[src/verilog/fpu_div_sqrt_pkg.sv]
package fpu_div_sqrt_pkg;

   ////////////////////////////////////////////////////////////
   // Widths of the binary32 format
   ////////////////////////////////////////////////////////////

   parameter int c_op   = 32;   // Whole operand word
   parameter int c_exp  = 8;    // Biased exponent
   parameter int c_mant = 23;   // Stored fraction, hidden bit excluded
   parameter int c_bias = 127;

   // Rounding modes
   parameter int c_rm = 2;
   parameter logic [c_rm-1:0] rm_nearest  = 2'd0;   // Ties to even
   parameter logic [c_rm-1:0] rm_trunc    = 2'd1;   // Toward zero
   parameter logic [c_rm-1:0] rm_plusinf  = 2'd2;
   parameter logic [c_rm-1:0] rm_minusinf = 2'd3;

   // 24 result bits, one spare for a leading zero quotient, one guard bit
   parameter int c_iter = 26;

   ////////////////////////////////////////////////////////////
   // Operand and result records
   ////////////////////////////////////////////////////////////

   // At most one of these is set
   typedef struct packed {
      logic zero;   // Also covers flushed denormals
      logic inf;
      logic nan;
   } fp_class_t;

   typedef struct packed {
      logic              sign;
      logic [c_exp-1:0]  exp;
      logic [c_mant:0]   frac;   // Hidden bit on top
      fp_class_t         cls;
   } fp_unpacked_t;

   // Recurrence result before normalization
   typedef struct packed {
      logic                      sign;
      logic signed [c_exp+1:0]   exp;      // Biased, weight of mant msb
      logic [c_iter-1:0]         mant;     // Lsb is the guard bit
      logic                      sticky;   // Nonzero final remainder
      logic                      op_sqrt;
      fp_unpacked_t              unp_a;
      fp_unpacked_t              unp_b;
      logic [c_op-1:0]           raw_a;    // For NaN pass-through
      logic [c_op-1:0]           raw_b;
   } prenorm_t;

   typedef struct packed {
      logic overflow;
      logic underflow;
      logic div_zero;
      logic invalid;   // Sqrt of a negative number
   } fp_flags_t;

endpackage

[src/verilog/fpu_operand_class.sv]
`timescale 1ns/1ps

module fpu_operand_class (
   input  logic                                 clk,
   input  logic                                 rst,
   input  logic                                 start,
   input  logic                                 op_sqrt,
   input  logic [fpu_div_sqrt_pkg::c_rm-1:0]    rm,
   input  logic [fpu_div_sqrt_pkg::c_op-1:0]    operand_a,
   input  logic [fpu_div_sqrt_pkg::c_op-1:0]    operand_b,
   input  logic                                 busy,
   output logic                                 class_valid,
   output fpu_div_sqrt_pkg::fp_unpacked_t       unp_a,
   output fpu_div_sqrt_pkg::fp_unpacked_t       unp_b,
   output logic                                 op_sqrt_q,
   output logic [fpu_div_sqrt_pkg::c_rm-1:0]    rm_q,
   output logic [fpu_div_sqrt_pkg::c_op-1:0]    raw_a,
   output logic [fpu_div_sqrt_pkg::c_op-1:0]    raw_b
);

   logic accept;   // Start seen while idle

   assign accept = start && !busy;

   // Split a word into fields, flush denormals to signed zero
   function automatic fpu_div_sqrt_pkg::fp_unpacked_t unpack(
      input logic [fpu_div_sqrt_pkg::c_op-1:0] w
   );
      fpu_div_sqrt_pkg::fp_unpacked_t u;
      logic exp_zero;
      logic exp_ones;
      logic frac_zero;
      exp_zero  = (w[fpu_div_sqrt_pkg::c_op-2 -: fpu_div_sqrt_pkg::c_exp] == '0);
      exp_ones  = (w[fpu_div_sqrt_pkg::c_op-2 -: fpu_div_sqrt_pkg::c_exp] == '1);
      frac_zero = (w[fpu_div_sqrt_pkg::c_mant-1:0] == '0);
      u.sign     = w[fpu_div_sqrt_pkg::c_op-1];
      u.exp      = w[fpu_div_sqrt_pkg::c_op-2 -: fpu_div_sqrt_pkg::c_exp];
      u.frac     = exp_zero ? '0 : {1'b1, w[fpu_div_sqrt_pkg::c_mant-1:0]};   // Hidden bit
      u.cls.zero = exp_zero;               // Zero or denormal
      u.cls.inf  = exp_ones && frac_zero;
      u.cls.nan  = exp_ones && !frac_zero;
      return u;
   endfunction

   // Start strobe, delayed by the capture
   always_ff @(posedge clk)
   begin
      if (rst)
         class_valid <= 1'b0;
      else
         class_valid <= accept;
   end

   // Request capture
   always_ff @(posedge clk)
   begin
      if (accept)
      begin
         raw_a     <= operand_a;
         raw_b     <= operand_b;   // Unused by sqrt but harmless
         op_sqrt_q <= op_sqrt;
         rm_q      <= rm;
      end
   end

   assign unp_a = unpack(raw_a);
   assign unp_b = unpack(raw_b);

   a_class_onehot : assert property (@(posedge clk) disable iff (rst)
      class_valid |-> $onehot0(unp_a.cls) && $onehot0(unp_b.cls));

endmodule

[src/verilog/fpu_div_sqrt_iter.sv]
`timescale 1ns/1ps

module fpu_div_sqrt_iter #(
   parameter int mant_w = 24
) (
   input  logic                                 clk,
   input  logic                                 rst,
   input  logic                                 class_valid,
   input  fpu_div_sqrt_pkg::fp_unpacked_t       unp_a,
   input  fpu_div_sqrt_pkg::fp_unpacked_t       unp_b,
   input  logic                                 op_sqrt,
   input  logic [fpu_div_sqrt_pkg::c_op-1:0]    raw_a,
   input  logic [fpu_div_sqrt_pkg::c_op-1:0]    raw_b,
   output logic                                 busy,
   output logic                                 pre_valid,
   output fpu_div_sqrt_pkg::prenorm_t           pre
);

   localparam int qw   = mant_w + 2;              // Quotient or root bits
   localparam int rw   = mant_w + 5;              // Partial remainder
   localparam int radw = 2 * qw;                  // Radicand, two bits per step
   localparam int ew   = fpu_div_sqrt_pkg::c_exp + 2;
   localparam int cw   = $clog2(qw + 1);

   // Control
   logic            run;   // Recurrence in progress
   logic [cw-1:0]   cnt;   // Steps left

   // Operation state
   logic                              sqrt_q;
   logic                              sign_q;
   logic signed [ew-1:0]              exp_q;
   logic [mant_w-1:0]                 divisor_q;
   logic [radw-1:0]                   rad_q;
   logic [rw-1:0]                     rem_q;
   logic [qw-1:0]                     q_q;
   fpu_div_sqrt_pkg::fp_unpacked_t    unp_a_q;
   fpu_div_sqrt_pkg::fp_unpacked_t    unp_b_q;
   logic [fpu_div_sqrt_pkg::c_op-1:0] raw_a_q;
   logic [fpu_div_sqrt_pkg::c_op-1:0] raw_b_q;

   // One step of the recurrence
   logic [rw-1:0]          rem_sh;     // Remainder with next radicand pair
   logic [rw:0]            diff;       // Trial subtraction, msb is sign
   logic                   take;       // Result bit
   logic [rw-1:0]          rem_nxt;
   logic signed [ew-1:0]   exp_div;
   logic signed [ew-1:0]   exp_sqrt;

   ////////////////////////////////////////////////////////////
   // Exponent at setup
   ////////////////////////////////////////////////////////////

   assign exp_div = $signed({2'b00, unp_a.exp}) - $signed({2'b00, unp_b.exp})
                  + $signed(ew'(fpu_div_sqrt_pkg::c_bias));

   // Halve the unbiased exponent, odd case handled by radicand shift
   assign exp_sqrt = $signed({3'b000, unp_a.exp[fpu_div_sqrt_pkg::c_exp-1:1]})
                   + (unp_a.exp[0] ? $signed(ew'((fpu_div_sqrt_pkg::c_bias + 1) / 2))
                                   : $signed(ew'((fpu_div_sqrt_pkg::c_bias - 1) / 2)));

   ////////////////////////////////////////////////////////////
   // Restoring step, shared register set
   ////////////////////////////////////////////////////////////

   assign rem_sh = {rem_q[rw-3:0], rad_q[radw-1 -: 2]};

   always_comb
   begin
      if (sqrt_q)
         diff = {1'b0, rem_sh} - {{(rw-qw-1){1'b0}}, q_q, 2'b01};   // Trial 4r+1
      else
         diff = {1'b0, rem_q} - {{(rw+1-mant_w){1'b0}}, divisor_q};
   end

   assign take = !diff[rw];   // No borrow

   always_comb
   begin
      if (sqrt_q)
         rem_nxt = take ? diff[rw-1:0] : rem_sh;
      else
         rem_nxt = take ? {diff[rw-2:0], 1'b0} : {rem_q[rw-2:0], 1'b0};
   end

   // Step counter and strobes
   always_ff @(posedge clk)
   begin
      if (rst)
      begin
         run       <= 1'b0;
         cnt       <= '0;
         pre_valid <= 1'b0;
      end
      else
      begin
         pre_valid <= run && (cnt == cw'(1));   // Last step
         if (class_valid)
         begin
            run <= 1'b1;
            cnt <= cw'(qw);
         end
         else if (run)
         begin
            cnt <= cnt - 1'b1;
            if (cnt == cw'(1))
               run <= 1'b0;
         end
      end
   end

   // Datapath
   always_ff @(posedge clk)
   begin
      if (class_valid)   // Setup cycle
      begin
         sqrt_q    <= op_sqrt;
         sign_q    <= op_sqrt ? unp_a.sign : unp_a.sign ^ unp_b.sign;
         exp_q     <= op_sqrt ? exp_sqrt : exp_div;
         divisor_q <= unp_b.frac;
         q_q       <= '0;
         rem_q     <= op_sqrt ? '0 : {{(rw-mant_w){1'b0}}, unp_a.frac};
         if (unp_a.exp[0])
            rad_q <= {1'b0, unp_a.frac, {(mant_w+3){1'b0}}};
         else
            rad_q <= {unp_a.frac, {(mant_w+4){1'b0}}};   // Odd unbiased exponent
         unp_a_q   <= unp_a;
         unp_b_q   <= unp_b;
         raw_a_q   <= raw_a;
         raw_b_q   <= raw_b;
      end
      else if (run)
      begin
         q_q   <= {q_q[qw-2:0], take};
         rem_q <= rem_nxt;
         rad_q <= {rad_q[radw-3:0], 2'b00};
      end
   end

   always_comb
   begin
      pre.sign    = sign_q;
      pre.exp     = exp_q;
      pre.mant    = q_q;
      pre.sticky  = |rem_q;   // Inexact beyond the guard bit
      pre.op_sqrt = sqrt_q;
      pre.unp_a   = unp_a_q;
      pre.unp_b   = unp_b_q;
      pre.raw_a   = raw_a_q;
      pre.raw_b   = raw_b_q;
   end

   assign busy = run || pre_valid;

   // One operation at a time
   a_pre_valid_gap : assert property (@(posedge clk) disable iff (rst)
      pre_valid |=> !pre_valid [*fpu_div_sqrt_pkg::c_iter]);

endmodule

[src/verilog/fpu_norm.sv]
`timescale 1ns/1ps

module fpu_norm #(
   parameter int mant_w = 24
) (
   input  fpu_div_sqrt_pkg::prenorm_t           pre,
   input  logic [fpu_div_sqrt_pkg::c_rm-1:0]    rm,
   output logic [fpu_div_sqrt_pkg::c_mant-1:0]  mant_res,
   output logic [fpu_div_sqrt_pkg::c_exp-1:0]   exp_res,
   output logic                                 sign_res,
   output fpu_div_sqrt_pkg::fp_flags_t          flags
);

   localparam int qw = mant_w + 2;
   localparam int ew = fpu_div_sqrt_pkg::c_exp + 2;
   localparam int ce = fpu_div_sqrt_pkg::c_exp;
   localparam int cm = fpu_div_sqrt_pkg::c_mant;
   localparam int co = fpu_div_sqrt_pkg::c_op;

   // Normalization
   logic [qw-1:0]          mant_n;    // Msb set
   logic signed [ew-1:0]   exp_n;
   logic                   den;       // Result below the normal range
   logic                   ovf_pre;   // Too large before rounding
   logic [ew-1:0]          rsh_raw;
   logic [ew-1:0]          rsh;
   logic [2*qw-1:0]        wide;      // Upper half kept, lower half lost
   logic [mant_w-1:0]      sig;
   logic                   guard;
   logic                   sticky;

   // Rounding
   logic                   inexact;
   logic                   round_up;
   logic [mant_w:0]        sum;
   logic [ce-1:0]          exp_rnd;
   logic                   ovf_rnd;

   ////////////////////////////////////////////////////////////
   // Normalize and denormalize
   ////////////////////////////////////////////////////////////

   // Quotient below one needs a single left shift, a root never does
   assign mant_n = pre.mant[qw-1] ? pre.mant : {pre.mant[qw-2:0], 1'b0};
   assign exp_n  = pre.mant[qw-1] ? pre.exp : pre.exp - $signed(ew'(1));

   assign den     = exp_n[ew-1] || (exp_n == '0);
   assign ovf_pre = !exp_n[ew-1] && (exp_n[ew-2:0] >= (ew-1)'(2**ce - 1));

   // Shift by 1 - exp into the denormal position
   assign rsh_raw = ew'(1) - exp_n;

   always_comb
   begin
      if (!den)
         rsh = '0;
      else if (rsh_raw > ew'(qw))
         rsh = ew'(qw);   // Everything lands in the sticky
      else
         rsh = rsh_raw;
   end

   assign wide   = {mant_n, {qw{1'b0}}} >> rsh;
   assign sig    = wide[2*qw-1 -: mant_w];
   assign guard  = wide[qw+1];
   assign sticky = pre.sticky || (|wide[qw:0]);

   ////////////////////////////////////////////////////////////
   // Round
   ////////////////////////////////////////////////////////////

   assign inexact = guard || sticky;

   always_comb
   begin
      case (rm)
         fpu_div_sqrt_pkg::rm_nearest  : round_up = guard && (sticky || sig[0]);
         fpu_div_sqrt_pkg::rm_trunc    : round_up = 1'b0;
         fpu_div_sqrt_pkg::rm_plusinf  : round_up = inexact && !pre.sign;
         fpu_div_sqrt_pkg::rm_minusinf : round_up = inexact && pre.sign;
         default                       : round_up = 1'b0;
      endcase
   end

   assign sum = {1'b0, sig} + (mant_w+1)'(round_up);

   // Carry out leaves a zero fraction, only the exponent moves
   always_comb
   begin
      if (den)
         exp_rnd = ce'(sum[mant_w-1]);   // Denormal rounding up to the smallest normal
      else
         exp_rnd = exp_n[ce-1:0] + ce'(sum[mant_w]);
   end

   assign ovf_rnd = ovf_pre || (exp_rnd == '1);

   ////////////////////////////////////////////////////////////
   // Special values, then the computed result
   ////////////////////////////////////////////////////////////

   always_comb
   begin
      flags    = '0;
      sign_res = pre.sign;
      exp_res  = '0;
      mant_res = '0;
      if (pre.unp_a.cls.nan)   // Pass a through with payload
      begin
         sign_res = pre.raw_a[co-1];
         exp_res  = pre.raw_a[co-2 -: ce];
         mant_res = pre.raw_a[cm-1:0];
      end
      else if (!pre.op_sqrt && pre.unp_b.cls.nan)
      begin
         sign_res = pre.raw_b[co-1];
         exp_res  = pre.raw_b[co-2 -: ce];
         mant_res = pre.raw_b[cm-1:0];
      end
      else if (pre.op_sqrt && pre.unp_a.sign && !pre.unp_a.cls.zero)
      begin
         sign_res      = 1'b0;   // Canonical quiet NaN
         exp_res       = '1;
         mant_res      = {1'b1, {(cm-1){1'b0}}};
         flags.invalid = 1'b1;
      end
      else if (pre.unp_a.cls.inf)
         exp_res = '1;
      else if (!pre.op_sqrt && pre.unp_b.cls.inf)
         exp_res = '0;   // x / inf
      else if (!pre.op_sqrt && pre.unp_b.cls.zero)
      begin
         exp_res        = '1;
         flags.div_zero = 1'b1;
      end
      else if (pre.unp_a.cls.zero)
         exp_res = '0;   // Signed zero, also sqrt(-0)
      else if (ovf_rnd)
      begin
         exp_res        = '1;
         flags.overflow = 1'b1;
      end
      else
      begin
         exp_res         = exp_rnd;
         mant_res        = sum[cm-1:0];
         flags.underflow = den && inexact;
      end
   end

endmodule

[src/verilog/fpu_div_sqrt_top.sv]
`timescale 1ns/1ps

module fpu_div_sqrt_top #(
   parameter int mant_w = 24
) (
   input  logic                                 clk,
   input  logic                                 rst,
   input  logic                                 start,
   input  logic                                 op_sqrt,
   input  logic [fpu_div_sqrt_pkg::c_rm-1:0]    rm,
   input  logic [fpu_div_sqrt_pkg::c_op-1:0]    operand_a,
   input  logic [fpu_div_sqrt_pkg::c_op-1:0]    operand_b,
   output logic                                 busy,
   output logic                                 done,
   output logic [fpu_div_sqrt_pkg::c_op-1:0]    result,
   output fpu_div_sqrt_pkg::fp_flags_t          flags
);

   // Classification stage
   logic                                  class_valid;
   fpu_div_sqrt_pkg::fp_unpacked_t        unp_a;
   fpu_div_sqrt_pkg::fp_unpacked_t        unp_b;
   logic                                  op_sqrt_q;
   logic [fpu_div_sqrt_pkg::c_rm-1:0]     rm_q;   // Held until done
   logic [fpu_div_sqrt_pkg::c_op-1:0]     raw_a;
   logic [fpu_div_sqrt_pkg::c_op-1:0]     raw_b;

   // Recurrence and normalizer
   logic                                  iter_busy;
   logic                                  pre_valid;
   fpu_div_sqrt_pkg::prenorm_t            pre;
   logic [fpu_div_sqrt_pkg::c_mant-1:0]   mant_res;
   logic [fpu_div_sqrt_pkg::c_exp-1:0]    exp_res;
   logic                                  sign_res;
   fpu_div_sqrt_pkg::fp_flags_t           norm_flags;

   assign busy = class_valid || iter_busy || done;   // Cycle after start through done

   fpu_operand_class u_class (
      .clk         (clk),
      .rst         (rst),
      .start       (start),
      .op_sqrt     (op_sqrt),
      .rm          (rm),
      .operand_a   (operand_a),
      .operand_b   (operand_b),
      .busy        (busy),
      .class_valid (class_valid),
      .unp_a       (unp_a),
      .unp_b       (unp_b),
      .op_sqrt_q   (op_sqrt_q),
      .rm_q        (rm_q),
      .raw_a       (raw_a),
      .raw_b       (raw_b)
   );

   fpu_div_sqrt_iter #(.mant_w(mant_w)) u_iter (
      .clk         (clk),
      .rst         (rst),
      .class_valid (class_valid),
      .unp_a       (unp_a),
      .unp_b       (unp_b),
      .op_sqrt     (op_sqrt_q),
      .raw_a       (raw_a),
      .raw_b       (raw_b),
      .busy        (iter_busy),
      .pre_valid   (pre_valid),
      .pre         (pre)
   );

   fpu_norm #(.mant_w(mant_w)) u_norm (
      .pre      (pre),
      .rm       (rm_q),
      .mant_res (mant_res),
      .exp_res  (exp_res),
      .sign_res (sign_res),
      .flags    (norm_flags)
   );

   // Output register, one cycle after the last step
   always_ff @(posedge clk)
   begin
      if (rst)
      begin
         done   <= 1'b0;
         result <= '0;
         flags  <= '0;
      end
      else
      begin
         done <= pre_valid;
         if (pre_valid)
         begin
            result <= {sign_res, exp_res, mant_res};
            flags  <= norm_flags;
         end
      end
   end

   a_no_done_on_accept : assert property (@(posedge clk) disable iff (rst)
      (start && !busy) |-> !done);

endmodule

[config.mk]
export PLATFORM = sky130hd
export DESIGN_NAME = fpu_div_sqrt_top
export DESIGN_NICKNAME = d
export VERILOG_FILES = /design/src/verilog/fpu_div_sqrt_pkg.sv /design/src/verilog/fpu_operand_class.sv /design/src/verilog/fpu_div_sqrt_iter.sv /design/src/verilog/fpu_norm.sv /design/src/verilog/fpu_div_sqrt_top.sv
export SDC_FILE = /design/constraint.sdc
export NUM_CORES = 1
export LEC_CHECK = 0
export ABC_CLOCK_PERIOD_IN_PS = 27500
export BUFFER_PORTS_ARGS = -buffer_cell sky130_fd_sc_hd__buf_2
export CORE_MARGIN = 1.5
export CORE_UTILIZATION = 25
export DETAILED_ROUTE_END_ITERATION = 8
export SYNTH_ARGS = -nofsm -noshare
export SYNTH_HDL_FRONTEND = slang
export SYNTH_HIERARCHICAL = 1
export SYNTH_SLANG_ARGS = --single-unit
[constraint.sdc]
create_clock -name clk -period 27.5 [get_ports clk]
set_input_delay 4.125 -clock clk [delete_from_list [all_inputs] [get_ports clk]]
set_output_delay 4.125 -clock clk [all_outputs]
set_load 0.02 [all_outputs]
==> results_dict.tcl <==
set metrics [dict create \
    syn_area_mm2 0.0212 \
    grt_pass1_vias 16947 \
    wirelength_mm 72.3 \
    crit_end "result[12]" \
    wire_per_inst_um 21.0 \
    antenna_found_initial 2 \
    clockBufferDepth 3 \
    nets 2438 \
    syn_avg_cell_area_um2 9.38 \
    setup_violations 0 \
    reg2reg_slack_ns 16.30 \
    clock_latency_ns 0.54 \
    cts_tree "done" \
    setup_ws_ns 16.30 \
    min_path_type "flip-flop to flip-flop" \
    synthToLayoutAreaGrowth_pct 12.1 \
    start_kind "flip-flop" \
    crit_arrival_ns 11.58 \
    num_vias 18314 \
    grt_max_degree 83 \
    num_antenna_cells 0 \
    die_w_um 294 \
    synthCells 2257 \
    postCtsHoldBufs 0 \
    finClkSkew_ns 0.0267 \
    hpwl_mm 53.4 \
    avgViaCountPerCell 5.31 \
    cp_slowest_cell "nand3_1" \
    rsz0062_at_grt "no" \
    ant_nets 0 \
    cts_resized 0 \
    end_kind "flip-flop" \
    grt-ovfl-total 0 \
    fill_cells 8858 \
    reg2reg_to "result[12]" \
    p_per_area_mw_per_mm2 59.8 \
    fin_area_mm2 0.0237 \
    dieArea_mm2 0.0865 \
    cp_max_fo 41 \
    cts_root_buf "clkbuf_16" \
    path_clk_slew_ns 0.07 \
    grt_pass1_wl_mm 109 \
    hold_viol 0 \
    io_pins 108 \
    drive_gt1_share_pct 13.0 \
    rows 106 \
    placed_cell_area_mm2 0.0226 \
    fmax_mhz 89.3 \
    setup_tns_ns 0 \
    min_period_ns 11.20 \
    crit_type "flip-flop to flip-flop" \
    cts-buffers-inserted 34 \
    p_leak_nw 8.35 \
    place_ws_ns 16.63 \
    io_buffer_count 107 \
    syn_nets 2406 \
    start_util_pct 25.3 \
    tightest_slew_ns 1.09 \
    htreeDepth 2 \
    cts.sinks 299 \
    r2r_start "u_iter/exp_q[0]" \
    core_area_mm2 0.0837 \
    maxCapViolations 0 \
    ys.warnings.count 6 \
    slew_viol_final 0 \
    worstRegToRegCells 42 \
    gp_congestion 0.935 \
    die_h_um 294 \
    drtIter0Drc 2068 \
    irDropWorstVdd_mv 0.0564 \
    cp_common_cell "ha_1" \
    cp-startpoint "u_iter/exp_q[0]" \
    worstPathRequired_ns 27.89 \
    first_pass_iters 5 \
    slowest_delay_ns 0.71 \
    post_cts_buffers 0 \
    route.detailed.drc 0 \
    slew_headroom_pct 27.3 \
    min_period_over_period_pct 40.7 \
    status "completed" \
    grt_usage_pct 16.2 \
]
[cell type report]
cell class	count	area (um^2)	share of cell area, %
clock buffer	41	950	4.00
multi-input combinational	1711	11700	49.3
inverter	97	364	1.53
sequential	299	8280	34.9
tap	1134	1420	5.98
timing repair buffer	146	828	3.49
clock inverter	21	196	0.827
[per-stage QoR]
| step | utilization, % | hold slack (ns) | power [mW] | instances |
|---|---|---|---|---|
| CTS | 28.4 | 0.466 | 1.42 | 3449 |
| global route | 28.4 | 0.473 | 1.48 | 3449 |
| global placement | 27.0 | 0.444 | 0.949 | 3387 |
| finish | 28.4 | 0.459 | 1.42 | 3449 |
| floorplan | - | 0.428 | 0.848 | 2257 |
| detailed placement | 27.0 | 0.454 | 0.948 | 3387 |
[power breakdown]
| part | internal, mW | total [mW] | leakage, nW | switching (mW) |
|---|---|---|---|---|
| clock | 0.269 | 0.469 | 0.560 | 0.200 |
| combinational | 0.146 | 0.380 | 5.07 | 0.233 |
| sequential | 0.530 | 0.571 | 2.72 | 0.0410 |
| total | 0.945 | 1.42 | 8.35 | 0.474 |
[worst min path at each step]
| stage | cells after the start | from | slack, ns | endpoint |
|---|---|---|---|---|
| after floorplan | 0 | u_class/raw_a[31] | 0.43 | u_iter/raw_a_q[31] |
| after global placement | 0 | u_class/raw_b[31] | 0.44 | u_iter/raw_b_q[31] |
| after detailed placement | 0 | u_class/raw_b[31] | 0.45 | u_iter/raw_b_q[31] |
| after CTS | 0 | u_class/raw_b[31] | 0.47 | u_iter/raw_b_q[31] |
| after global routing | 0 | u_class/raw_b[31] | 0.47 | u_iter/raw_b_q[31] |
| final | 0 | u_class/raw_b[31] | 0.46 | u_iter/raw_b_q[31] |
[critical path, delay by kind of cell, from the launching register on]
| kind | cells | cell delay, ns |
|---|---|---|
| buffers and inverters | 7 | 1.44 |
| adders and majority gates | 5 | 1.66 |
| DFF | 1 | 0.54 |
| muxes | 2 | 0.25 |
| xor gates and xnor gates | 1 | 0.17 |
| AOI/OAI and AO/OA | 8 | 2.30 |
| and+or+nand+nor | 19 | 4.63 |
[sequential cells by signal, summed over array words and instances (netlist names), 10 cells and up]
register	cells
u_iter/exp_q	10
result	32
u_iter/pre	31
u_iter/rad_q	25
u_class/raw_b	32
u_iter/raw_a_q	32
u_iter/q_q	26
u_class/raw_a	32
u_iter/rem_q	29
u_iter/raw_b_q	32
[cell usage in the layout (no fill, tap or decap), types with 55 or more instances in the layout]
cell,instances
dfxtp_1,67
xnor2_1,67
ha_1,76
mux2i_1,127
nor3_1,68
o21ai_0,109
and2_1,58
edfxtp_1,228
nor2_1,213
a21oi_1,164
nand3_1,55
buf_2,107
inv_1,93
nand2_1,154
[routing by layer]
layer | vias up | GRT usage [%] | routed length (um)
met5 | - | 0 | 0
met4 | 0 | 6.37 | 3010
met3 | 151 | 2.08 | 5420
met2 | 870 | 25.5 | 32300
met1 | 8761 | 22.3 | 31600
li1 | 8532 | - | -
No activity file was read; power rests on OpenSTA's default activity.
